===== src/include/node_defs.svh =====
`ifndef NODE_DEFS_SVH
`define NODE_DEFS_SVH

// data path
`define WORD_WIDTH      16
`define ADDR_WIDTH      11  // byte address, bit 0 unused

// neighbor tables
`define NUM_NEIGHBORS   8
`define HOP_WIDTH       3   // log2 of NUM_NEIGHBORS

// byte bases, one word per entry, stride of two
`define NEIGHBOR_BASE   11'h048
`define BATTERY_BASE    11'h148
`define QVALUE_BASE     11'h1C8

`endif


===== src/hdl/node_mem_pkg.sv =====
`include "node_defs.svh"

package node_mem_pkg;

    // one memory word, used for table entries and packet values
    typedef logic [`WORD_WIDTH-1:0] word_t;

    // byte address into the node memory
    typedef logic [`ADDR_WIDTH-1:0] byte_addr_t;

    // index of a neighbor entry in a table
    typedef logic [`HOP_WIDTH-1:0] hop_t;

    // entry i of a table sits at base + 2*i
    function automatic byte_addr_t table_addr(
        input byte_addr_t base,
        input hop_t       idx
    );
        byte_addr_t offset;
        offset = byte_addr_t'({idx, 1'b0});
        return base + offset;
    endfunction

endpackage


===== src/hdl/reward_pkg.sv =====
package reward_pkg;

    // tag of each packet field, in transmit order
    typedef enum logic [2:0] {
        f_source_id  = 3'd0,
        f_battery    = 3'd1,
        f_qvalue     = 3'd2,
        f_cluster_id = 3'd3,
        f_dest_id    = 3'd4
    } field_e;

    // one tagged packet word
    typedef struct packed {
        field_e              tag;
        node_mem_pkg::word_t value;
    } pkt_word_t;

    // best hop finder
    typedef enum logic {
        find_idle = 1'b0,
        find_scan = 1'b1
    } finder_state_e;

    // reward packet builder, one state per field on the output
    typedef enum logic [3:0] {
        bld_idle    = 4'd0,
        bld_armed   = 4'd1,
        bld_source  = 4'd2,
        bld_battery = 4'd3,
        bld_qvalue  = 4'd4,
        bld_cluster = 4'd5,
        bld_dest    = 4'd6,
        bld_done    = 4'd7
    } builder_state_e;

endpackage


===== src/hdl/best_hop_finder.sv =====
`timescale 1ns/1ps
`include "node_defs.svh"

module best_hop_finder (
    input  logic                      clock,
    input  logic                      nrst,
    input  logic                      start,
    output node_mem_pkg::byte_addr_t  rd_addr,
    input  node_mem_pkg::word_t       rd_data,
    output node_mem_pkg::hop_t        best_hop,
    output logic                      hop_valid
);

    localparam node_mem_pkg::hop_t LAST_IDX = node_mem_pkg::hop_t'(`NUM_NEIGHBORS - 1);

    reward_pkg::finder_state_e state;
    node_mem_pkg::hop_t        idx;      // entry being read
    node_mem_pkg::word_t       best_val; // running maximum
    logic                      take;

    assign rd_addr = node_mem_pkg::table_addr(`QVALUE_BASE, idx);

    // strict compare keeps the lower index on a tie
    assign take = (idx == '0) || (rd_data > best_val);

    always_ff @(posedge clock) begin
        if (!nrst) begin
            state     <= reward_pkg::find_idle;
            idx       <= '0;
            hop_valid <= 1'b0;
        end else begin
            hop_valid <= 1'b0;
            case (state)
                reward_pkg::find_idle: begin
                    if (start) begin
                        state <= reward_pkg::find_scan;
                        idx   <= '0;
                    end
                end
                reward_pkg::find_scan: begin
                    idx <= idx + 1'b1;
                    if (idx == LAST_IDX) begin
                        state     <= reward_pkg::find_idle;
                        hop_valid <= 1'b1;
                    end
                end
                default: begin
                    state <= reward_pkg::find_idle;
                end
            endcase
        end
    end

    // running max and its index
    always_ff @(posedge clock) begin
        if (state == reward_pkg::find_scan && take) begin
            best_val <= rd_data;
            best_hop <= idx;
        end
    end

    a_hop_valid_pulse: assert property (
        @(posedge clock) disable iff (!nrst)
        hop_valid |=> !hop_valid
    ) else $error("best_hop_finder: hop_valid wider than one cycle");

    // pulse only follows a walk over every entry
    a_hop_valid_after_scan: assert property (
        @(posedge clock) disable iff (!nrst)
        hop_valid |-> ($past(state == reward_pkg::find_scan)
                       && $past(state == reward_pkg::find_scan, `NUM_NEIGHBORS))
    ) else $error("best_hop_finder: hop_valid without a full scan");

endmodule


===== config.mk =====
export PLATFORM = sky130hd
export DESIGN_NAME = best_hop_finder
export DESIGN_NICKNAME = d
export VERILOG_FILES = /design/src/hdl/node_mem_pkg.sv /design/src/hdl/reward_pkg.sv /design/src/hdl/best_hop_finder.sv
export VERILOG_INCLUDE_DIRS = /design/src /design/src/include
export SDC_FILE = /design/constraint.sdc
export NUM_CORES = 1
export LEC_CHECK = 0
export ABC_AREA = 1
export BUFFER_PORTS_ARGS = -buffer_cell sky130_fd_sc_hd__buf_2
export CAP_MARGIN = 25
export CORE_MARGIN = 2
export CORE_UTILIZATION = 51
export DETAILED_ROUTE_END_ITERATION = 8
export PLACE_DENSITY = 0.88
export REMOVE_ABC_BUFFERS = 1
export SYNTH_ARGS = -nofsm -noshare
export SYNTH_HDL_FRONTEND = slang
export SYNTH_SLANG_ARGS = --single-unit

===== constraint.sdc =====
create_clock -name clock -period 2.8 [get_ports clock]
set_clock_uncertainty 0.05 [all_clocks]
set_input_delay 0.28 -clock clock [delete_from_list [all_inputs] [get_ports clock]]
set_output_delay 0.28 -clock clock [all_outputs]
set_load 0.01 [all_outputs]

# Word-level counts from Yosys, hierarchy flattened

Cells that the tools add are included.

Logic and storage cells: 21
Output and inout bits: 15
Flip-flop bits (word level): 24
Bits of input ports: 19

Mux-type cells: 6
Magnitude comparators: 1
Reductions and logical operators: 4
Eq/ne operators: 2
Bitwise operators: 1
$add $sub $neg: 2

Operator list:

| cell                                                           | number |
|---|---|
| 16-bit greater-than comparator                                 | 1 |
| 9-bit by 4-bit adder with 10-bit output (first input constant) | 1 |
| 3-bit one-hot mux with 2 select lines                          | 1 |
| 3-bit by 1-bit adder with 3-bit output (second input constant) | 1 |
| 3-bit == test (second input constant)                          | 1 |
| 3-bit zero test                                                | 1 |
| 1-bit two-way mux                                              | 3 |
| 3-bit two-way mux                                              | 1 |
| 2-bit inequality test (second input constant)                  | 1 |
| 1-bit one-hot mux with 2 select lines                          | 1 |
| 2-bit AND reduction                                            | 1 |
| 1-bit logical AND                                              | 1 |
| 1-bit logical OR                                               | 1 |
| 1-bit inverter                                                 | 1 |

# Logic depth before layout (Yosys ltp)

Gate-level depths: netlist of run 1.

Word-level depth: 3
Mapped depth: 13
Mapped depth without buffers: 13

# Worst setup path after synthesis of run 1

Ideal clock, no wire load.

Path kind: register -> register
From: register best_val[15]
To: register best_hop[0], enable pin
Path buffers: 0
Setup time: 382 ps
Stages on the path, launching flop included: 9
Period minus slack after synthesis: 2079 ps
Slack: 721 ps
Required time: 2368 ps
Arrival time: 1646 ps
Cell sequence: edfxtp_1 inv_1 ha_1 nand2_2 nor3_2 nand2_1 nand2_1 nand2_1 a21oi_2

Longest elaborated chain between the ends: 3

RTL lines:

| what                           | RTL line              | source |
|---|---|---|
| start, declared                | best_hop_finder.sv:18 | `node_mem_pkg::word_t best_val;` |
| start signal, assigned         | best_hop_finder.sv:57 | `best_val <= rd_data;` |
| 16-bit greater-than comparator | best_hop_finder.sv:24 | `assign take = (idx == '0) \|\| (rd_data > best_val);` |
| 1-bit logical OR               | best_hop_finder.sv:24 |  |
| 1-bit logical AND              | best_hop_finder.sv:56 | `if (state == reward_pkg::find_scan && take) begin` |
| end signal, assigned           | best_hop_finder.sv:58 | `best_hop <= idx;` |
| end, declared                  | best_hop_finder.sv:10 | `output node_mem_pkg::hop_t best_hop,` |

Every way passes these cells.
A chain may end at the register's enable or synchronous reset.

# Worst setup path after layout of run 1

From: register best_val[3]
To: register best_hop[0], enable pin

Same word-level chain as after synthesis.

==> results of run 1 <==
[final timing paths]
check | end | slack (ns) | cells past startpoint
min | best_val[0] | 0.09 | 1
max | best_hop[0] | 0.67 | 13
max reg2reg | best_hop[0] | 0.67 | 13
min reg2reg | idx[1] | 0.47 | 2
[critical path, stage by stage (launching register included)]
cell and delay, ns:
edfxtp_1 0.35, inv_1 0.05, ha_1 0.28, nand2_1 0.07, inv_1 0.05, nand2_1 0.04, nand2_1 0.06, nand2_1 0.05
nand2_1 0.05, nand2_1 0.04, nand2_1 0.05, nand2_1 0.06, a21oi_2 0.35, buf_4 0.29
[per-layer routing]
metal / up-vias / share of wire [%] / global-route usage, %
met2: 34 / 50 / 28.9
met1: 400 / 39 / 18.4
met5: - / 0 / 0
met4: 0 / 3.0 / 9.58
met3: 7 / 7.8 / 4.37
li1: 461 / - / -
[through the flow]
stage | setup slack, ns | util, % | area (sq um) | power, W
5_1_grt | 0.423 | 59.9 | 1460 | 0.000725
3_5_place_dp | 0.625 | 58.8 | 1430 | 0.000540
6_report | 0.671 | 59.9 | 1460 | 0.000686
3_3_place_gp | 0.696 | 58.8 | 1430 | 0.000532
2_1_floorplan | 0.721 | - | 1260 | 0.000498
4_1_cts | 0.646 | 59.9 | 1460 | 0.000694
[cells by family (layout without fill, tap and decap cells)]
kind of cell / after synthesis / after routing / share of synthesized area, %
simple gates: 38 / 38 / 12.3
other cells: 2 / 7 / 0.582
buf+inv: 32 / 56 / 11.3
fa+ha+maj: 19 / 19 / 18.4
flops: 24 / 24 / 52.0
compound gates: 12 / 12 / 5.33
[area by class of cell]
cell class,instances,area [sq um]
clock buffers,4,26.3
well taps,30,37.5
inverters,25,93.8
flip-flops and latches,24,671
fillers,218,975
multi-input cells,76,492
repair buffers,27,138
[power by group through the flow]
stage	clock network [W]	logic [W]	registers (W)
floorplan	0	0.0000707	0.000427
global placement	0	0.000107	0.000425
detailed placement	0	0.000114	0.000426
CTS	0.000161	0.000115	0.000418
global route	0.000172	0.000133	0.000420
finish	0.000156	0.000113	0.000417
[state kept, by name, indices dropped and copies added (netlist names)]
register	cells
state	1
idx	3
hop_valid	1
best_val	16
best_hop	3
[synthesized netlist by cell type, types with 2 or more instances]
cell type  count
ha_1          19
conb_1         2
buf_4          7
nand2_1       24
edfxtp_1      19
nor2_1         8
a21oi_1        8
dfxtp_1        5
inv_1         25
nand3_1        2
==> metrics, run 1 <==
# rows 18; clock latency on the worst-skew pair 0.32 ns; Leak Pwr 0.741 nW; Starting Density 53.0%; register area share after synthesis 52.0%; Worst R2R Start best_val[3]; post-synthesis cell area 0.00129 sq mm; part of the power in the clock network 22.8%; Yosys reg bits 24; Crit Path Class reg2reg; post-synthesis cell count 127; Final ANT Viol Nets 0; unrepaired setup endpoints after global routing no; Fmax 470 MHz; die area 0.00295 sq mm; drt first pass iters 4; Final Hold Fails 0; IO Pins 34; Unique masters post-synth 18; hold path startpoint rd_data[0]; most frequent cells in the layout buf_2 (26), inv_1 (25), nand2_1 (24); Post-synth EDFFs 19; drt wl/cell 11.3 microns; Area growth syn-to-layout 13.0%; core area 0.00243 sq mm; CTS buffer count 3; fin crit period 2.13 ns; Clk pin slew, worst setup/hold paths 0.13 ns; HP Class in2reg; Synth area leaders edfxtp_1 (44%), ha_1 (18%), dfxtp_1 (7.8%), inv_1 (7.3%), nand2_1 (7.0%); Syn Area/Cell 10.2 sq um; warnings from Yosys 0; number of global-route vias before repair 907; crit path from best_val[3]; Tcrit/Tclk final 76.0%; H-Tree Depth 1; Sw Pwr 0.000176 W; critical path data required time 2.78 ns; Antenna diodes 0; max-slew violations 0; Int Pwr 0.000510 W; worst vdd ir 0.302 mV; Yosys top cell area share 44.2%; Post-DP HPWL 1770 microns; startpoint types register; clk buf depth 2; Final nets 195; placed insts 182; initial antenna violation count 0; total wire length 2100 microns; status finished clean; initial drt markers 14; crit path max fanout 13; number of remaining DRC errors 0; Synth Flop Type edfxtp_1; hold slack 0.0928 ns; hold bufs inserted after CTS 0; CTS tree built; worst path arrival time 2.11 ns; Die H 54.3 microns; Total Routing Usage GR 16.7%; Clock Sinks 24; post-CTS setup buffers 0; GPL Wtd Cong 0.768; Vias 902; first-pass GRT wire length 3510 microns; share of cells above drive strength 1 21.8%; combinational share of power 16.4%; Power Density 471 mW/mm^2; Final setup viols 0; vias per cell 4.85; post-CTS sizing 0; grt total ovfl 0; setup TNS 0 ns; root buf cell clkbuf_4; Reg power frac 60.8%; largest area contributor in the netlist edfxtp_1; most common cell after layout, fill and taps aside buf_2; largest net degree at the start of global routing 14; Worst Setup End Kind register; Sw Share 25.7%; Async S/R FF share, synth 0%; I/O Buffers 26; Finished Layout Cells 186; max-cap check violation count 0; Die Width 54.3 microns
Note: power is estimated with default switching activity, not from simulation.
==> run 2, diff against run 1 <==
- ABC_AREA: 1 -> 0
- CORE_UTILIZATION: 51 -> 46
- PLACE_DENSITY: 0.88 -> 0.84
- clock period: 2.8 -> 1.85 ns (I/O delays scaled with it)
==> run 2 against run 1 <==
Net effect:
- the run now ends with negative setup slack left
- non-clock buffer count rose by 13
- final cell count unchanged
- wire length is 6.9% higher
- global-route usage is 1.6 points lower
- critical path type unchanged
- critical endpoint is now best_val[15]
==> metrics, run 2 <==
status finished with violations; failing checks negative setup slack; CTS buffer count 3; final worst slack -0.113 ns; part of the power in the clock network 24.9%; Leak Pwr 0.764 nW; Clk pin slew, worst setup/hold paths 0.13 ns; r2r worst-path depth 8; initial antenna violation count 0; Yosys top cell area share 44.8%; first-pass GRT wire length 3790 microns; number of remaining DRC errors 0; Sw Pwr 0.000259 W; core area 0.00269 sq mm; H-Tree Depth 1; IO Pins 34; Post-Synth Adder-Cell Area 18.7%; Synth area leaders edfxtp_1 (45%), ha_1 (19%), dfxtp_1 (7.9%), inv_1 (6.2%), buf_4 (4.1%); Final ANT Viol Nets 0; largest net degree at the start of global routing 14; die area 0.00320 sq mm; grt total ovfl 0; Final setup viols 19; Multi-input gate area 517 sq um; commonest cells in the netlist inv_1 (21), edfxtp_1 (19), ha_1 (19), a21oi_1 (8), buf_4 (7); share of cells above drive strength 1 27.7%; Starting Density 47.4%; Synth Flop Type edfxtp_1; Filler Cell Count 226; HP Class in2reg; largest reg by FF count best_val; worst path arrival time 1.95 ns; Core Util, Final 59.3%; most common cell after layout, fill and taps aside buf_2; Int Pwr 0.000826 W; CTS tree built; Area growth syn-to-layout 25.3%; post-synthesis cell area 0.00127 sq mm; critical path data required time 1.84 ns; largest area contributor in the netlist edfxtp_1; max-cap check violation count 0; I/O Buffers 26; Die H 56.6 microns; max-slew violations 0; Worst Setup End Kind register; Die Width 56.6 microns; Post-synth EDFFs 19; Post-Synth Simple-Gate Area 8.85%; most frequent cells in the layout buf_2 (26), inv_1 (20), edfxtp_1 (19); Power Density 681 mW/mm^2; Clock Sinks 24; hold path cells 1; Vias 904; root buf cell clkbuf_4; largest family of logic cells by synthesized area adder cells; total wire length 2240 microns; vias per cell 4.86; register area 671 sq um; Final nets 194; fin crit period 1.96 ns; most frequent cell after synthesis inv_1; Async S/R FF share, synth 0%; Unique masters post-synth 23; compound-gate portion of the synthesized area 7.77%; hold path startpoint rd_data[3]; clock latency on the worst-skew pair 0.31 ns; Sw Share 23.9%; Fmax 509 MHz; unrepaired setup endpoints after global routing yes; GPL Wtd Cong 0.768; Post-DP HPWL 1740 microns; combinational share of power 17.2%; worst vdd ir 0.424 mV; flip-flop count of the largest register after layout 16; Synth Area in XOR/XNOR 0%; Final Hold Fails 0; number of global-route vias before repair 933; biggest regs best_val: 16 flops, best_hop: 3 flops, idx: 3 flops; drt wl/cell 12.1 microns; hold slack 0.00990 ns; Tcrit/Tclk final 106%; Crit Path Class reg2reg; clk buf depth 2; Yosys reg bits 24; warnings from Yosys 0; post-synthesis cell count 114; startpoint types register; initial drt markers 15; Worst R2R Start best_val[14]; multiplexer area fraction after synthesis 0.787%; Reg power frac 58.0%; Antenna diodes 0; Syn Area/Cell 11.2 sq um; crit path max fanout 7; register area share after synthesis 52.7%; crit path from best_val[14]; Total Routing Usage GR 15.1%; # rows 19; drt first pass iters 4
[run 2: changes by cell type in the layout (fill, tap and decap cells not counted), sizes merged, moves of 4 or more]
cell,before,now
nand2,25,6
inv,25,21
buf,27,33
dlygate4sd3,0,7
nor2b,0,4
nor2,9,4
[run 2: area by class of cell]
cell class	instances	area share, %
Sequential cell	24	42.1
Timing Repair Buffer	40	15.9
Inverter	21	4.95
Clock buffer	4	2.28
Multi-Input combinational cell	66	32.4
Tap cell	31	2.43
[run 2: critical path, cell delays in order (launching register included)]
cell	delay [ns]
edfxtp_1	0.34
inv_1	0.04
ha_1	0.29
nand4_1	0.16
nor2_2	0.16
and4_1	0.21
a31oi_1	0.05
a31oi_2	0.19
buf_4	0.20
[run 2: power groups by stage]
| stage | Sequential, W | Combinational, W | Clock [W] |
|---|---|---|---|
| 6_report | 0.000629 | 0.000186 | 0.000270 |
| 5_1_grt | 0.000633 | 0.000211 | 0.000297 |
| 4_1_cts | 0.000630 | 0.000183 | 0.000281 |
| 3_5_place_dp | 0.000642 | 0.000166 | 0 |
| 3_3_place_gp | 0.000640 | 0.000157 | 0 |
| 2_1_floorplan | 0.000645 | 0.0000882 | 0 |
[run 2: cell families (layout without fill, tap and decap cells)]
family	count (synthesis)	count (layout)
AND/OR/NAND/NOR	22	22
other	2	7
buffers and inverters	29	65
flip-flops	24	24
multiplexers	1	1
adder cells (fa/ha/maj)	19	19
AO/OA/AOI/OAI	17	17
[run 2: metal layers]
metal / part of all wire (%) / global-route usage, % / vias up
met5: 0 / 0 / -
met4: 1.4 / 6.80 / 0
met3: 4.6 / 1.61 / 4
met2: 52 / 26.4 / 27
met1: 42 / 18.4 / 413
li1: - / - / 460
[run 2: metrics by stage]
| step | setup slack, ns | total power, W | cells | TNS (ns) | instance area, sq um |
|---|---|---|---|---|---|
| after floorplan | -0.749 | 0.000733 | 111 | -14.24 | 1230 |
| after global placement | -0.0327 | 0.000797 | 174 | -0.466 | 1460 |
| after detailed placement | -0.149 | 0.000808 | 174 | -2.75 | 1460 |
| after CTS | -0.108 | 0.00109 | 184 | -1.89 | 1570 |
| after global routing | -0.226 | 0.00114 | 186 | -4.18 | 1590 |
| final | -0.113 | 0.00108 | 186 | -1.97 | 1590 |
[run 2: path summary, 6_finish.rpt]
| kind | end | slack [ns] |
|---|---|---|
| max reg2reg | best_val[15] | -0.11 |
| max | best_val[15] | -0.11 |
| min | best_val[3] | 0.01 |
| min reg2reg | best_hop[2] | 0.50 |
[run 2: timing repair]
item | CTS | global route
pin swaps | 1 | 0
gates resized for setup | 3 | 0
hold buffers | 5 | 2
setup endpoints to repair | 19 | 19
endpoints found under the hold margin | 5 | 2
buffers inserted | 1 | 0
