[src/include/node_defs.svh]
`ifndef NODE_DEFS_SVH
`define NODE_DEFS_SVH

// data path
`define WORD_WIDTH      16
`define ADDR_WIDTH      11  // byte address, bit 0 unused

// neighbor tables
`define NUM_NEIGHBORS   8
`define HOP_WIDTH       3   // log2 of NUM_NEIGHBORS

// byte bases, one word per entry, stride of two
`define NEIGHBOR_BASE   11'h048
`define BATTERY_BASE    11'h148
`define QVALUE_BASE     11'h1C8

`endif

[src/hdl/node_mem_pkg.sv]
`include "node_defs.svh"

package node_mem_pkg;

    // one memory word, used for table entries and packet values
    typedef logic [`WORD_WIDTH-1:0] word_t;

    // byte address into the node memory
    typedef logic [`ADDR_WIDTH-1:0] byte_addr_t;

    // index of a neighbor entry in a table
    typedef logic [`HOP_WIDTH-1:0] hop_t;

    // entry i of a table sits at base + 2*i
    function automatic byte_addr_t table_addr(
        input byte_addr_t base,
        input hop_t       idx
    );
        byte_addr_t offset;
        offset = byte_addr_t'({idx, 1'b0});
        return base + offset;
    endfunction

endpackage

[src/hdl/reward_pkg.sv]
package reward_pkg;

    // tag of each packet field, in transmit order
    typedef enum logic [2:0] {
        f_source_id  = 3'd0,
        f_battery    = 3'd1,
        f_qvalue     = 3'd2,
        f_cluster_id = 3'd3,
        f_dest_id    = 3'd4
    } field_e;

    // one tagged packet word
    typedef struct packed {
        field_e              tag;
        node_mem_pkg::word_t value;
    } pkt_word_t;

    // best hop finder
    typedef enum logic {
        find_idle = 1'b0,
        find_scan = 1'b1
    } finder_state_e;

    // reward packet builder, one state per field on the output
    typedef enum logic [3:0] {
        bld_idle    = 4'd0,
        bld_armed   = 4'd1,
        bld_source  = 4'd2,
        bld_battery = 4'd3,
        bld_qvalue  = 4'd4,
        bld_cluster = 4'd5,
        bld_dest    = 4'd6,
        bld_done    = 4'd7
    } builder_state_e;

endpackage

[src/hdl/reward_packet.sv]
`timescale 1ns/1ps
`include "node_defs.svh"

module reward_packet (
    input  logic                      clock,
    input  logic                      nrst,
    input  logic                      en,
    input  node_mem_pkg::word_t       my_node_id,
    input  node_mem_pkg::word_t       my_cluster_id,
    input  node_mem_pkg::hop_t        action,
    input  node_mem_pkg::hop_t        best_hop,
    input  logic                      hop_valid,
    output node_mem_pkg::byte_addr_t  address,
    input  node_mem_pkg::word_t       data_in,
    output reward_pkg::pkt_word_t     pkt,
    output logic                      pkt_valid,
    output logic                      done
);

    reward_pkg::builder_state_e state;
    node_mem_pkg::hop_t         hop_q; // best hop latched at hop_valid

    // address runs one state ahead of the field on pkt
    always_comb begin
        case (state)
            reward_pkg::bld_source:  address = node_mem_pkg::table_addr(`BATTERY_BASE, hop_q);
            reward_pkg::bld_battery: address = node_mem_pkg::table_addr(`QVALUE_BASE, hop_q);
            reward_pkg::bld_qvalue,
            reward_pkg::bld_cluster: address = node_mem_pkg::table_addr(`NEIGHBOR_BASE, action);
            default:                 address = '0;
        endcase
    end

    always_ff @(posedge clock) begin
        if (state == reward_pkg::bld_armed && hop_valid) begin
            hop_q <= best_hop;
        end
    end

    always_ff @(posedge clock) begin
        if (!nrst) begin
            state     <= reward_pkg::bld_idle;
            pkt       <= '0;
            pkt_valid <= 1'b0;
            done      <= 1'b0;
        end else begin
            case (state)
                reward_pkg::bld_idle: begin
                    done <= 1'b0;
                    if (en) begin
                        state <= reward_pkg::bld_armed;
                    end
                end
                reward_pkg::bld_armed: begin
                    if (hop_valid) begin
                        state     <= reward_pkg::bld_source;
                        pkt       <= '{tag: reward_pkg::f_source_id, value: my_node_id};
                        pkt_valid <= 1'b1;
                    end
                end
                reward_pkg::bld_source: begin
                    state <= reward_pkg::bld_battery;
                    pkt   <= '{tag: reward_pkg::f_battery, value: data_in};
                end
                reward_pkg::bld_battery: begin
                    state <= reward_pkg::bld_qvalue;
                    pkt   <= '{tag: reward_pkg::f_qvalue, value: data_in};
                end
                reward_pkg::bld_qvalue: begin
                    state <= reward_pkg::bld_cluster;
                    pkt   <= '{tag: reward_pkg::f_cluster_id, value: my_cluster_id};
                end
                reward_pkg::bld_cluster: begin
                    state <= reward_pkg::bld_dest;
                    pkt   <= '{tag: reward_pkg::f_dest_id, value: data_in};
                end
                reward_pkg::bld_dest: begin
                    state     <= reward_pkg::bld_done;
                    pkt_valid <= 1'b0;
                    done      <= 1'b1;
                end
                reward_pkg::bld_done: begin
                    state <= reward_pkg::bld_idle;
                    done  <= 1'b0;
                end
                default: begin
                    state     <= reward_pkg::bld_idle;
                    pkt_valid <= 1'b0;
                    done      <= 1'b0;
                end
            endcase
        end
    end

    // five fields back to back, then done with the stream closed
    a_packet_shape: assert property (
        @(posedge clock) disable iff (!nrst)
        (state == reward_pkg::bld_armed && hop_valid)
            |=> pkt_valid [*5] ##1 (done && !pkt_valid)
    ) else $error("reward_packet: packet not five fields followed by done");

endmodule

[config.mk]
export PLATFORM = sky130hd
export DESIGN_NAME = reward_packet
export DESIGN_NICKNAME = d
export VERILOG_FILES = /design/src/hdl/node_mem_pkg.sv /design/src/hdl/reward_pkg.sv /design/src/hdl/reward_packet.sv
export VERILOG_INCLUDE_DIRS = /design/src /design/src/include
export SDC_FILE = /design/constraint.sdc
export NUM_CORES = 1
export LEC_CHECK = 0
export ABC_AREA = 1
export BUFFER_PORTS_ARGS = -buffer_cell sky130_fd_sc_hd__buf_2
export CAP_MARGIN = 20
export CORE_MARGIN = 2
export CORE_UTILIZATION = 40
export CTS_BUF_LIST = sky130_fd_sc_hd__clkbuf_2 sky130_fd_sc_hd__clkbuf_4 sky130_fd_sc_hd__clkbuf_8
export CTS_CLUSTER_SIZE = 12
export DETAILED_ROUTE_END_ITERATION = 12
export GPL_ROUTABILITY_DRIVEN = 1
export GPL_TIMING_DRIVEN = 1
export PLACE_DENSITY = 0.8
export SETUP_SLACK_MARGIN = 0.4
export SYNTH_ARGS = -nofsm -noshare
export SYNTH_HDL_FRONTEND = slang
export SYNTH_SLANG_ARGS = --single-unit
[constraint.sdc]
create_clock -name clock -period 1.9 [get_ports clock]
set_input_delay 0.38 -clock clock [delete_from_list [all_inputs] [get_ports clock]]
set_output_delay 0.38 -clock clock [all_outputs]
set_load 0.01 [all_outputs]
# Word level (Yosys, flattened, before mapping)
# Index checks and enable logic that the tools add are counted.
[word_totals]
regBits = 28
inputBits = 58
wordCells = 37
[op_classes]
addsub = 3
eq_ne = 9
n_mux = 9
bitwise = 1
n_reduce_logical = 9
[ops]
columns = ["cell", "count"]
rows = [
  ["19-bit case mux with 5 select lines", 1],
  ["10-bit case mux with 3 select lines", 1],
  ["4-bit case mux with 7 select lines", 1],
  ["9-bit by 4-bit adder with 10-bit output (first input constant)", 2],
  ["19-bit 2-to-1 mux", 1],
  ["4-bit by 3-bit == test with 1-bit output (second input constant)", 4],
  ["7-bit by 4-bit adder with 8-bit output (first input constant)", 1],
  ["4-bit by 2-bit == test with 1-bit output (second input constant)", 2],
  ["4-bit 2-to-1 mux", 2],
  ["2-bit AND reduction", 3],
  ["6-bit OR reduction", 1],
  ["5-bit nonzero test", 1],
  ["5-bit OR reduction", 1],
  ["4-bit by 1-bit == test with 1-bit output (second input constant)", 1],
  ["4-bit zero test", 1],
  ["2-bit != test (second input constant)", 2],
  ["1-bit case mux with 2 select lines", 2],
  ["2-bit OR reduction", 1],
  ["1-bit logical AND", 1],
  ["1-bit 2-to-1 mux", 1],
  ["1-bit inverter", 1],
]

# Logic depth before layout (Yosys ltp)
# Gate-level depths: netlist of the first run.
[depth]
depth_word = 4
mapped_depth = 10

# Least setup slack after synthesis of the first run
# No wires, ideal clock.
[synth_path]
path_kind = "reg2out"
from = "reg state[1]"
to = "out address[1]"
arrival_ns = 1.406
setup_slack_ns = 0.114
stages_incl_launch_ff = 7
cell_sequence = "dfxtp_1 > inv_2 > ha_1 > inv_1 > clkbuf_1 > nand2_1 > inv_1"
[synth_between]
elab_chain_cells = 3
word_cells_on_any_way = 6
[synth_rtl]
columns = ["element", "line", "rtl"]
rows = [
  ["start: declaration", "reward_packet.sv:20", "reward_pkg::builder_state_e state;"],
  ["start signal: assignment", "reward_packet.sv:42", "state <= reward_pkg::bld_idle;"],
  ["start signal: assignment", "reward_packet.sv:51", "state <= reward_pkg::bld_armed;"],
  ["start signal: assignment", "reward_packet.sv:56", "state <= reward_pkg::bld_source;"],
  ["4-bit by 3-bit == test with 1-bit output", "reward_packet.sv:25", "case (state)"],
  ["2-bit OR reduction", "reward_packet.sv:25", ""],
  ["10-bit case mux with 3 select lines *", "reward_packet.sv:25", ""],
  ["end: declaration", "reward_packet.sv:13", "output node_mem_pkg::byte_addr_t address,"],
]
# Mark *: on every way between the ends. The rest lies on a longest branch, timed or not.

# Final worst setup path of the first run
[layout_path]
from = "reg state[0]"
to = "out address[3]"
# The elaborated chain is that of the path after synthesis.

==> impl_summary.log, run 1 <==
INFO  metric status = finished clean
INFO  metric antenna_violating_nets_post_route = 0
INFO  metric fmax = 576 MHz
INFO  metric port_buffers = 85
INFO  metric synth_cell_type_count = 26
INFO  metric total_cts_buffers = 3
INFO  metric reg2reg_slack = 290 ps
INFO  metric initial_core_util = 41.4%
INFO  metric timing.setup.critical_path_class = reg2out
INFO  metric cts_root_buf = clkbuf_8
INFO  metric yosysSeqAreaShare = 34.4%
INFO  metric mean_area_per_synthesized_cell = 6.21 um2
INFO  metric insertion_delay = 270 ps
INFO  metric rsz_0062_raised_after_global_routing = true
INFO  metric gp_congestion = 0.863
INFO  metric grt_remaining_overflow = 0
INFO  metric fin_setup_tns = 0 ps
INFO  metric yosysWarnings = 0
INFO  metric crit_start = state[0]
INFO  metric finalWirelength = 5470 um
INFO  metric cp_cell_sequence = inv_1 > nand3_4 > nand2_4 > inv_2 > o22ai_1 > nand2_1 > inv_1 > buf_2
INFO  metric first_global_vias = 1,593
INFO  metric critical_path.max_stage_delay = 370 ps
INFO  metric final_min_period_over_clock_period = 91.3%
INFO  metric post-dp-hpwl = 3040 um
INFO  metric final_hold_viol_count = 0
INFO  metric data_required_critical_path = 1520 ps
INFO  metric antenna_cells = 0
INFO  metric cp_num_buf_inv = 4
INFO  metric synthTopCellsByArea = dfxtp_1 (29%), nand2_1 (22%), nor2_1 (7.5%)
INFO  metric global_route.usage.total = 18.7%
INFO  metric antenna_violations_before_repair = 0
INFO  metric drt_drc_violations_left = 0
INFO  metric final-setup-viol-count = 0
INFO  metric wl_per_cell = 12.9 um
INFO  metric fp.dieArea = 4680 um2
INFO  metric cpLargestDelayFamily = flip-flops
INFO  metric power.density = 883 nW/um2
INFO  metric path_clk_slew = 100 ps
INFO  metric synth-seq-cells = 27
INFO  metric yosysTopAreaCell = dfxtp_1
INFO  metric floorplan_core_area = 4000 um2
INFO  metric synthCells = 267
INFO  metric cp_data_arrival_time = 1360 ps
INFO  metric min_from = best_hop[2]
INFO  metric grt_max_degree = 22
INFO  metric worst_ir_drop_vdd = 407 uV
INFO  metric ys_dominant_reg_cell = dfxtp_1
INFO  metric crit_path_launch_type = register
INFO  metric maxSlewViolCount = 0
INFO  metric worst_r2r_path_depth = 11
INFO  metric finalClockSkew = 7.43 ps
INFO  metric synth-async-reset-ratio = 0%
INFO  metric area_growth_syn_to_layout = 61.4%
INFO  metric whs_path_depth = 1
INFO  metric cts_num_sinks = 27
INFO  metric cts_max_path_buffers = 2
INFO  metric drt-pass1-iter-count = 4
INFO  metric via_count = 2,051
INFO  metric worstHoldPathType = in2reg
INFO  metric synth_edf_count = 3
INFO  metric std_cell_rows = 23
INFO  metric synth.top_cell.area_share = 29.0%
INFO  metric cap_viol_max_count = 0
INFO  metric synth.cells.most_frequent = nand2_1 (97), nor2_1 (33), inv_1 (27)
INFO  metric crit_fanout = 4
INFO  metric syn_area = 1660 um2
INFO  metric route.detailed.vias_per_inst = 4.83
INFO  metric cts-htree-levels = 1
INFO  metric dieHeight = 68.4 um
INFO  metric final_net_count = 436
INFO  metric tritoncts = yes
INFO  metric r2r-end = pkt[6]
INFO  metric final_period_minus_worst_setup_slack = 1740 ps
INFO  metric io_pins = 90
INFO  metric die_width = 68.4 um
INFO  metric yosys.cell_count.top_type = nand2_1
INFO  metric detailedRoute.firstIterationViolations = 82
INFO  metric critical_path.slowest_cell = dfxtp_4
INFO  metric drive_gt1_share = 43.2%
INFO  metric final_core_utilization = 66.9%
INFO  metric worstReg2RegStart = state[1]
INFO  metric grt_pass1_wl = 6750 um
INFO  metric hold-path-endpoint = hop_q[2]
INFO  metric static_leakage = 1.37 nW
INFO  metric worst_path_most_repeated_cell = inv_1
INFO  metric crit_path_end_kind = output port
[report_power, final]
part	internal (W)	leakage [nW]	switching (W)
logic	0.000651	1.12	0.000648
registers	0.000662	0.226	0.0000601
clock network	0.000164	0.0262	0.000177
[final cells by class]
| cell class | count | area, um2 |
|---|---|---|
| Sequential cell | 27 | 582 |
| Fill cell | 353 | 1320 |
| Multi-Input combinational cell | 195 | 1000 |
| Timing Repair Buffer | 119 | 850 |
| Tap cell | 50 | 62.6 |
| Clock buffer | 4 | 48.8 |
| Inverter | 30 | 130 |
[state kept, by name (all words and copies together), names as in the netlist]
| signal | count |
|---|---|
| state | 3 |
| pkt_valid | 1 |
| done | 1 |
| pkt | 19 |
| hop_q | 3 |
[cells in the final DEF (no fill, tap or decap), types with 4 or more instances in the layout]
cell type	netlist	routed
a21oi_1	22	14
a21oi_2	1	8
buf_12	0	4
buf_2	3	83
buf_4	5	20
buf_6	5	7
clkbuf_16	0	5
conb_1	1	4
dfxtp_1	24	21
inv_1	27	25
nand2_1	97	91
nand2_2	1	6
nand3_1	21	19
nor2_1	33	25
nor2_2	2	7
[metal layers]
metal | track usage (%) | vias to the layer above | wire [um]
li1 | - | 1044 | -
met1 | 21.3 | 923 | 2240
met2 | 35.9 | 80 | 2840
met3 | 3.13 | 4 | 351
met4 | 4.00 | 0 | 33
met5 | 0 | - | 0
[metrics by stage]
stage               hold WS (ps)  instance area (um2)  setup WS (ps)  total power [W]  instances
global placement             449                 2080            325          0.00150        392
detailed placement           451                 2080            294          0.00151        392
floorplan                    479                 1680            409          0.00130        270
finish                       279                 2680            165          0.00236        425
global route                 273                 2680            110          0.00252        425
CTS                          282                 2250            187          0.00192        400
[kinds of logic (layout without fill, tap and decap cells)]
| family | Yosys count | after routing | share of synthesized area, % |
|---|---|---|---|
| buffers and inverters | 49 | 153 | 14.7 |
| flip-flops | 27 | 27 | 34.4 |
| AND/OR/NAND/NOR | 159 | 160 | 39.1 |
| other | 1 | 4 | 0.226 |
| adder cells (fa/ha/maj) | 2 | 2 | 1.51 |
| AO/OA/AOI/OAI | 29 | 29 | 10.0 |
[worst max-delay path by stage]
stage	endpoint	slack, ps	cells after the start
final	address[3]	160	8
after global routing	address[3]	110	8
after CTS	address[1]	190	6
after detailed placement	address[1]	290	7
after global placement	pkt[9]	330	9
after floorplan	address[3]	410	6
[timing repair]
item,4_1_cts,5_1_grt
buffers inserted,4,17
pin swaps,1,15
hold endpoints to repair,0,0
setup endpoints to repair,24,23
resized for setup,21,42
hold buffers,0,0
cloned,0,8
[worst register-to-register path: cells and delay by family (launching register included)]
kind / cells / cell delay (ps)
simple gates: 3 / 150
flops: 1 / 430
buf+inv: 6 / 540
fa+ha+maj: 1 / 300
compound gates: 1 / 130
(Power assumes the default switching activity.)
==> run 2, diff against run 1 <==
Settings changed: CORE_UTILIZATION 40 to 46, PLACE_DENSITY 0.8 to 0.89.
Clock period 1.9 ns to 1.6 ns, I/O delays scaled along.
==> run 2 against run 1 <==
The flow now finishes with violations (negative setup slack). Die area down 12%. Critical path depth shrank 2. Sequential power rose by 20%. Cell count is 1.9% lower. First-iteration DRC count up 52%. Register-to-register slack got worse by 270 ps. Hold slack worse by 140 ps. Count of clock-buffer cells in the layout down 1. Setup slack got worse by 330 ps. Sequential share of layout area is 1.0 points lower. Clock power shrank 3%.
==> impl_summary.log, run 2 (synthesis results as in run 1) <==
INFO  metric status = complete, but fails checks (was finished clean)
INFO  metric violations = negative setup slack
INFO  metric biggestRegsByFlops = pkt x19, hop_q x3, state x3 (unchanged)
INFO  metric cts_max_path_buffers = 2 (unchanged)
INFO  metric antenna_violations_before_repair = 0 (unchanged)
INFO  metric tritoncts = yes (unchanged)
INFO  metric first_global_vias = 1,726 (was 1,593)
INFO  metric crit_start = state[1] (was state[0])
INFO  metric global_route.usage.total = 23.4% (was 18.7%)
INFO  metric final_min_period_over_clock_period = 111%
INFO  metric final_hold_viol_count = 0 (unchanged)
INFO  metric data_required_critical_path = 1280 ps (was 1520 ps)
INFO  metric fmax = 566 MHz
INFO  metric grt_max_degree = 23 (was 22)
INFO  metric registers.top_by_ff_count = pkt (unchanged)
INFO  metric die_width = 64.0 um (was 68.4 um)
INFO  metric min_from = best_hop[0] (was best_hop[2])
INFO  metric path_clk_slew = 160 ps (was 100 ps)
INFO  metric fin_worst_hold_slack = 140 ps (was 279 ps)
INFO  metric dieHeight = 64.0 um (was 68.4 um)
INFO  metric postLayoutSetupSlackWorst = -168 ps (was 165 ps)
INFO  metric crit_path_end_kind = output port (unchanged)
INFO  metric drive_gt1_share = 62.3% (was 43.2%)
INFO  metric preCtsSetupSlack = 151 ps (was 294 ps)
INFO  metric cap_viol_max_count = 0 (unchanged)
INFO  metric antenna_cells = 0 (unchanged)
INFO  metric via_count = 2,185 (was 2,051)
INFO  metric antenna_violating_nets_post_route = 0 (unchanged)
INFO  metric layout.filler_cells = 198 (was 353)
INFO  metric final_period_minus_worst_setup_slack = 1770 ps
INFO  metric floorplan_core_area = 3390 um2 (was 4000 um2)
INFO  metric cp_cell_sequence = inv_4 > ha_4 > a22o_1 > nand2_2 > inv_2 > buf_6 (was inv_1 > nand3_4 > nand2_4 > inv_2 > o22ai_1 > nand2_1 > inv_1 > buf_2)
INFO  metric insertion_delay = 350 ps (was 270 ps)
INFO  metric cts-htree-levels = 1 (unchanged)
INFO  metric crit_fanout = 5 (was 4)
INFO  metric final-setup-viol-count = 7 (was 0)
INFO  metric cp_data_arrival_time = 1450 ps (was 1360 ps)
INFO  metric io_pins = 90 (unchanged)
INFO  metric route.detailed.vias_per_inst = 5.24 (was 4.83)
INFO  metric drt-pass1-iter-count = 4 (unchanged)
INFO  metric worstReg2RegStart = state[1] (unchanged)
INFO  metric worstHoldPathType = in2reg (unchanged)
INFO  metric critical_path.max_stage_delay = 450 ps (was 370 ps)
INFO  metric gp_congestion = 0.866 (was 0.863)
INFO  metric initial_core_util = 48.9% (was 41.4%)
INFO  metric area_growth_syn_to_layout = 73.6% (was 61.4%)
INFO  metric critical_path.slowest_cell = dfxtp_4 (unchanged)
INFO  metric detailedRoute.firstIterationViolations = 125 (was 82)
INFO  metric crit_path_launch_type = register (unchanged)
INFO  metric final_net_count = 432 (was 436)
INFO  metric fp.dieArea = 4100 um2 (was 4680 um2)
INFO  metric worst_ir_drop_vdd = 637 uV (was 407 uV)
INFO  metric layout.cells.most_common_list = buf_2 (80), nand2_1 (66), inv_2 (21), nand2_2 (17) (was nand2_1 (91), buf_2 (83), inv_1 (25), nor2_1 (25), dfxtp_1 (21))
INFO  metric rsz_0062_raised_after_global_routing = true (unchanged)
INFO  metric finalWirelength = 6600 um (was 5470 um)
INFO  metric timing.setup.critical_path_class = reg2out (unchanged)
INFO  metric std_cell_rows = 21 (was 23)
INFO  metric static_leakage = 1.35 nW (was 1.37 nW)
INFO  metric port_buffers = 85 (unchanged)
INFO  metric final_core_utilization = 84.9% (was 66.9%)
INFO  metric cts_num_sinks = 27 (unchanged)
INFO  metric cts_root_buf = clkbuf_4 (was clkbuf_8)
INFO  metric fin_setup_tns = -842 ps (was 0 ps)
INFO  metric stdcell_count = 417 (was 425)
INFO  metric post-dp-hpwl = 3120 um (was 3040 um)
INFO  metric wl_per_cell = 15.8 um (was 12.9 um)
INFO  metric drt_drc_violations_left = 0 (unchanged)
INFO  metric grt_remaining_overflow = 0 (unchanged)
INFO  metric final_common_cell = buf_2 (was nand2_1)
INFO  metric placed_cells = 390 (was 392)
INFO  metric total_cts_buffers = 3 (unchanged)
INFO  metric power.density = 1030 nW/um2 (was 883 nW/um2)
INFO  metric maxSlewViolCount = 0 (unchanged)
INFO  metric finalClockSkew = 6.87 ps (was 7.43 ps)
INFO  metric largest_register_ffs = 19 (unchanged)
INFO  metric grt_pass1_wl = 7670 um (was 6750 um)
[run 2: cell types whose count changed in the layout (fill, tap and decap cells not counted), sizes merged]
cell	change
nand2	-1
clkinv	+2
inv	-1
clkbuf	-2
buf	-2
[run 2: stage by stage]
step,total power (W),instance area (um2)
final,0.00297,2880
after global routing,0.00312,2880
after CTS,0.00227,2340
after detailed placement,0.00183,2140
after global placement,0.00181,2140
after floorplan,0.00159,1730
[run 2: worst paths after layout]
path | endpoint | slack (ps) | cells after the start
worst max register to register | pkt[7] | 20 | 10
worst min register to register | pkt[16] | 470 | 2
worst max-delay path | address[2] | -170 | 6
worst min-delay path | hop_q[0] | 140 | 1
[run 2: worst max-delay path, delay by kind of cell (launching register included)]
kind                     cells  cell delay [ps]
adder cells (fa/ha/maj)      1              160
AND/OR/NAND/NOR              1               70
buffers and inverters        3              200
flip-flops                   1              450
AO/OA/AOI/OAI                1              210
[run 2: power breakdown]
| group | switching (W) | total, W | internal, W | leakage, nW |
|---|---|---|---|---|
| Sequential | 0.0000721 | 0.000867 | 0.000795 | 0.231 |
| Clock | 0.000235 | 0.000330 | 0.0000945 | 0.0177 |
| Combinational | 0.000931 | 0.00177 | 0.000840 | 1.11 |
[run 2: final cells by class]
type / instances / area [um2] / share of cell area, %
inverters: 30 / 131 / 4.57
well taps: 46 / 57.6 / 2.00
clock buffers: 3 / 22.5 / 0.783
clock inverters: 1 / 5.00 / 0.174
multi-input cells: 194 / 1200 / 41.9
flip-flops and latches: 27 / 597 / 20.7
repair buffers: 116 / 860 / 29.9
[run 2: repair_timing]
action,in CTS,in global routing
resized for setup,27,122
pin swaps,7,19
setup buffers,8,8
hold buffers,0,0
endpoints found under the setup margin,33,45
cloned,2,5
[run 2: per-layer routing]
metal / track usage, % / wire (um)
met2: 41.0 / 3510
met5: 0 / 0
met4: 8.15 / 187
met1: 29.3 / 2480
met3: 2.82 / 425
==> run 3, diff against run 2 <==
Settings changed: CORE_UTILIZATION 46 to 50, PLACE_DENSITY 0.89 to 0.95.
Clock period 1.6 ns to 2.18 ns, I/O delays scaled along.
==> run 3 against run 2 <==
Register-to-register slack gained 380 ps. Largest power group unchanged. Wire length shrank 24%. Flip-flop and latch count is the same. The run now ends clean. Critical endpoint is now address[3]. Non-clock buffer count fell by 6. Die area down 7.5%. Critical path depth increased by 3. Hold slack gained 140 ps. Clock skew decreased by 2.3 ps.
==> impl_summary.log, run 3 (synthesis results as in run 1) <==
INFO  metric status = finished clean (was complete, but fails checks)
INFO  metric layout.cells.most_common_list = nand2_1 (95), buf_2 (83), nor2_1 (30), inv_1 (25) (was buf_2 (80), nand2_1 (66), inv_2 (21), nand2_2 (17))
INFO  metric via_count = 1,986 (was 2,185)
INFO  metric route.detailed.vias_per_inst = 4.86 (was 5.24)
INFO  metric port_buffers = 85 (unchanged)
INFO  metric worst_path_most_repeated_cell = inv_1
INFO  metric dieHeight = 61.6 um (was 64.0 um)
INFO  metric tritoncts = yes (unchanged)
INFO  metric cap_viol_max_count = 0 (unchanged)
INFO  metric die_width = 61.6 um (was 64.0 um)
INFO  metric gp_congestion = 0.791 (was 0.866)
INFO  metric floorplan_core_area = 3100 um2 (was 3390 um2)
INFO  metric antenna_violating_nets_post_route = 0 (unchanged)
INFO  metric post-dp-hpwl = 3240 um (was 3120 um)
INFO  metric grt_max_degree = 23 (unchanged)
INFO  metric maxSlewViolCount = 0 (unchanged)
INFO  metric critical_path.max_stage_delay = 390 ps (was 450 ps)
INFO  metric worst_slew_pin_slew = 761 ps
INFO  metric final_period_minus_worst_setup_slack = 1910 ps
INFO  metric cts_root_buf = clkbuf_4 (unchanged)
INFO  metric wl_per_cell = 12.3 um (was 15.8 um)
INFO  metric finalWirelength = 5020 um (was 6600 um)
INFO  metric final_hold_viol_count = 0 (unchanged)
INFO  metric detailedRoute.firstIterationViolations = 84 (was 125)
INFO  metric std_cell_rows = 20 (was 21)
INFO  metric crit_fanout = 4 (was 5)
INFO  metric power.density = 712 nW/um2 (was 1030 nW/um2)
INFO  metric worstHoldPathType = in2reg (unchanged)
INFO  metric grt_remaining_overflow = 0 (unchanged)
INFO  metric first_global_vias = 1,740 (was 1,726)
INFO  metric timing.setup.critical_path_class = reg2out (unchanged)
INFO  metric reg2reg_slack = 400 ps (was 20 ps)
INFO  metric area_growth_syn_to_layout = 44.2% (was 73.6%)
INFO  metric fmax = 525 MHz
INFO  metric final_common_cell = nand2_1 (was buf_2)
INFO  metric cp_data_arrival_time = 1470 ps (was 1450 ps)
INFO  metric global_route.usage.total = 25.3% (was 23.4%)
INFO  metric worst_ir_drop_vdd = 526 uV (was 637 uV)
INFO  metric data_required_critical_path = 1740 ps (was 1280 ps)
INFO  metric finalClockSkew = 4.60 ps (was 6.87 ps)
INFO  metric antenna_cells = 0 (unchanged)
INFO  metric cts_max_path_buffers = 2 (unchanged)
INFO  metric cts-htree-levels = 1 (unchanged)
INFO  metric insertion_delay = 330 ps (was 350 ps)
INFO  metric path_clk_slew = 150 ps (was 160 ps)
INFO  metric crit_path_end_kind = output port (unchanged)
INFO  metric drt-pass1-iter-count = 5 (was 4)
INFO  metric grt_pass1_wl = 7200 um (was 7670 um)
INFO  metric io_pins = 90 (unchanged)
INFO  metric biggestRegsByFlops = pkt x19, hop_q x3, state x3 (unchanged)
INFO  metric largest_register_ffs = 19 (unchanged)
INFO  metric layout.filler_cells = 261 (was 198)
INFO  metric final_min_period_over_clock_period = 87.4%
INFO  metric final-setup-viol-count = 0 (was 7)
INFO  metric rsz_0062_raised_after_global_routing = true (unchanged)
INFO  metric crit_path_launch_type = register (unchanged)
INFO  metric static_leakage = 1.26 nW (was 1.35 nW)
INFO  metric initial_core_util = 53.4% (was 48.9%)
INFO  metric fin_worst_hold_slack = 279 ps (was 140 ps)
INFO  metric antenna_violations_before_repair = 0 (unchanged)
INFO  metric drive_gt1_share = 37.5% (was 62.3%)
INFO  metric critical_path.slowest_cell = dfxtp_4 (unchanged)
INFO  metric cts-hold-fix-buffers = 0 (unchanged)
INFO  metric fp.dieArea = 3790 um2 (was 4100 um2)
INFO  metric cp_cell_sequence = buf_8 > inv_8 > nand3_4 > nand2_4 > inv_1 > o22ai_1 > nand2_1 > inv_1 > buf_2 (was inv_4 > ha_4 > a22o_1 > nand2_2 > inv_2 > buf_6)
INFO  metric registers.top_by_ff_count = pkt (unchanged)
INFO  metric fin_setup_tns = 0 ps (was -842 ps)
INFO  metric slew_headroom = 49.2%
INFO  metric total_cts_buffers = 3 (unchanged)
INFO  metric final_net_count = 426 (was 432)
INFO  metric drt_drc_violations_left = 0 (unchanged)
INFO  metric cts_num_sinks = 27 (unchanged)
==> run 3: cell count changes in the layout (fill, tap and decap cells not counted), moves of 13 or more <==
cell	delta
nor2_1	+14
nand2_2	-16
nand2_4	-13
inv_2	-20
nand2_1	+29
inv_1	+20
==> run 3: report_power, final <==
part,total [W],switching [W],internal [W]
Sequential,0.000621,0.0000445,0.000577
Combinational,0.000848,0.000474,0.000374
Clock,0.000233,0.000149,0.0000842
Total,0.00170,0.000668,0.00104
==> run 3: what timing repair did <==
item                                    4_1_cts  5_1_grt
endpoints found under the setup margin       22       21
pin swaps                                     2        8
setup buffers                                11        8
cloned                                        0        0
resized for setup                            21       15
==> run 3: worst max-delay path, delay by kind of cell (launching register included) <==
family                 cells  cell delay, ps
and+or+nand+nor            3             240
buffers and inverters      5             390
AOI/OAI and AO/OA          1             110
DFF                        1             390
==> run 3: cell type report <==
| type | instances | area (um2) | area share (%) |
|---|---|---|---|
| multi-input combinational | 194 | 942 | 39.4 |
| timing repair buffer | 110 | 653 | 27.3 |
| sequential | 27 | 582 | 24.3 |
| inverter | 30 | 129 | 5.39 |
| tap | 44 | 55.1 | 2.30 |
| clock buffer | 4 | 30.0 | 1.26 |
==> run 3: final timing paths <==
| check | start | end | cells after the start |
|---|---|---|---|
| worst max-delay path | state[2] | address[3] | 9 |
| worst min-delay path | best_hop[2] | hop_q[2] | 1 |
| worst max register to register | state[1] | pkt[14] | 12 |
| worst min register to register | pkt[5] | pkt[5] | 2 |
==> run 3: metal layers <==
layer,track usage [%],vias to the layer above,share of wire (%)
met5,0,-,0
met4,8.21,0,2.3
met3,2.73,14,6.9
met2,49.6,87,51
met1,27.8,868,39
li1,-,1017,-
==> run 3: per-stage QoR <==
| step | cells | total power, W | worst slack (ps) | util, % | cell area (um2) |
|---|---|---|---|---|---|
| after global placement | 386 | 0.00129 | 368 | 66.9 | 2080 |
| after detailed placement | 386 | 0.00131 | 291 | 66.9 | 2080 |
| after CTS | 401 | 0.00162 | 316 | 73.2 | 2270 |
| after global routing | 409 | 0.00184 | 204 | 77.1 | 2390 |
| final | 409 | 0.00170 | 274 | 77.1 | 2390 |
| after floorplan | 270 | 0.00113 | 477 | - | 1670 |
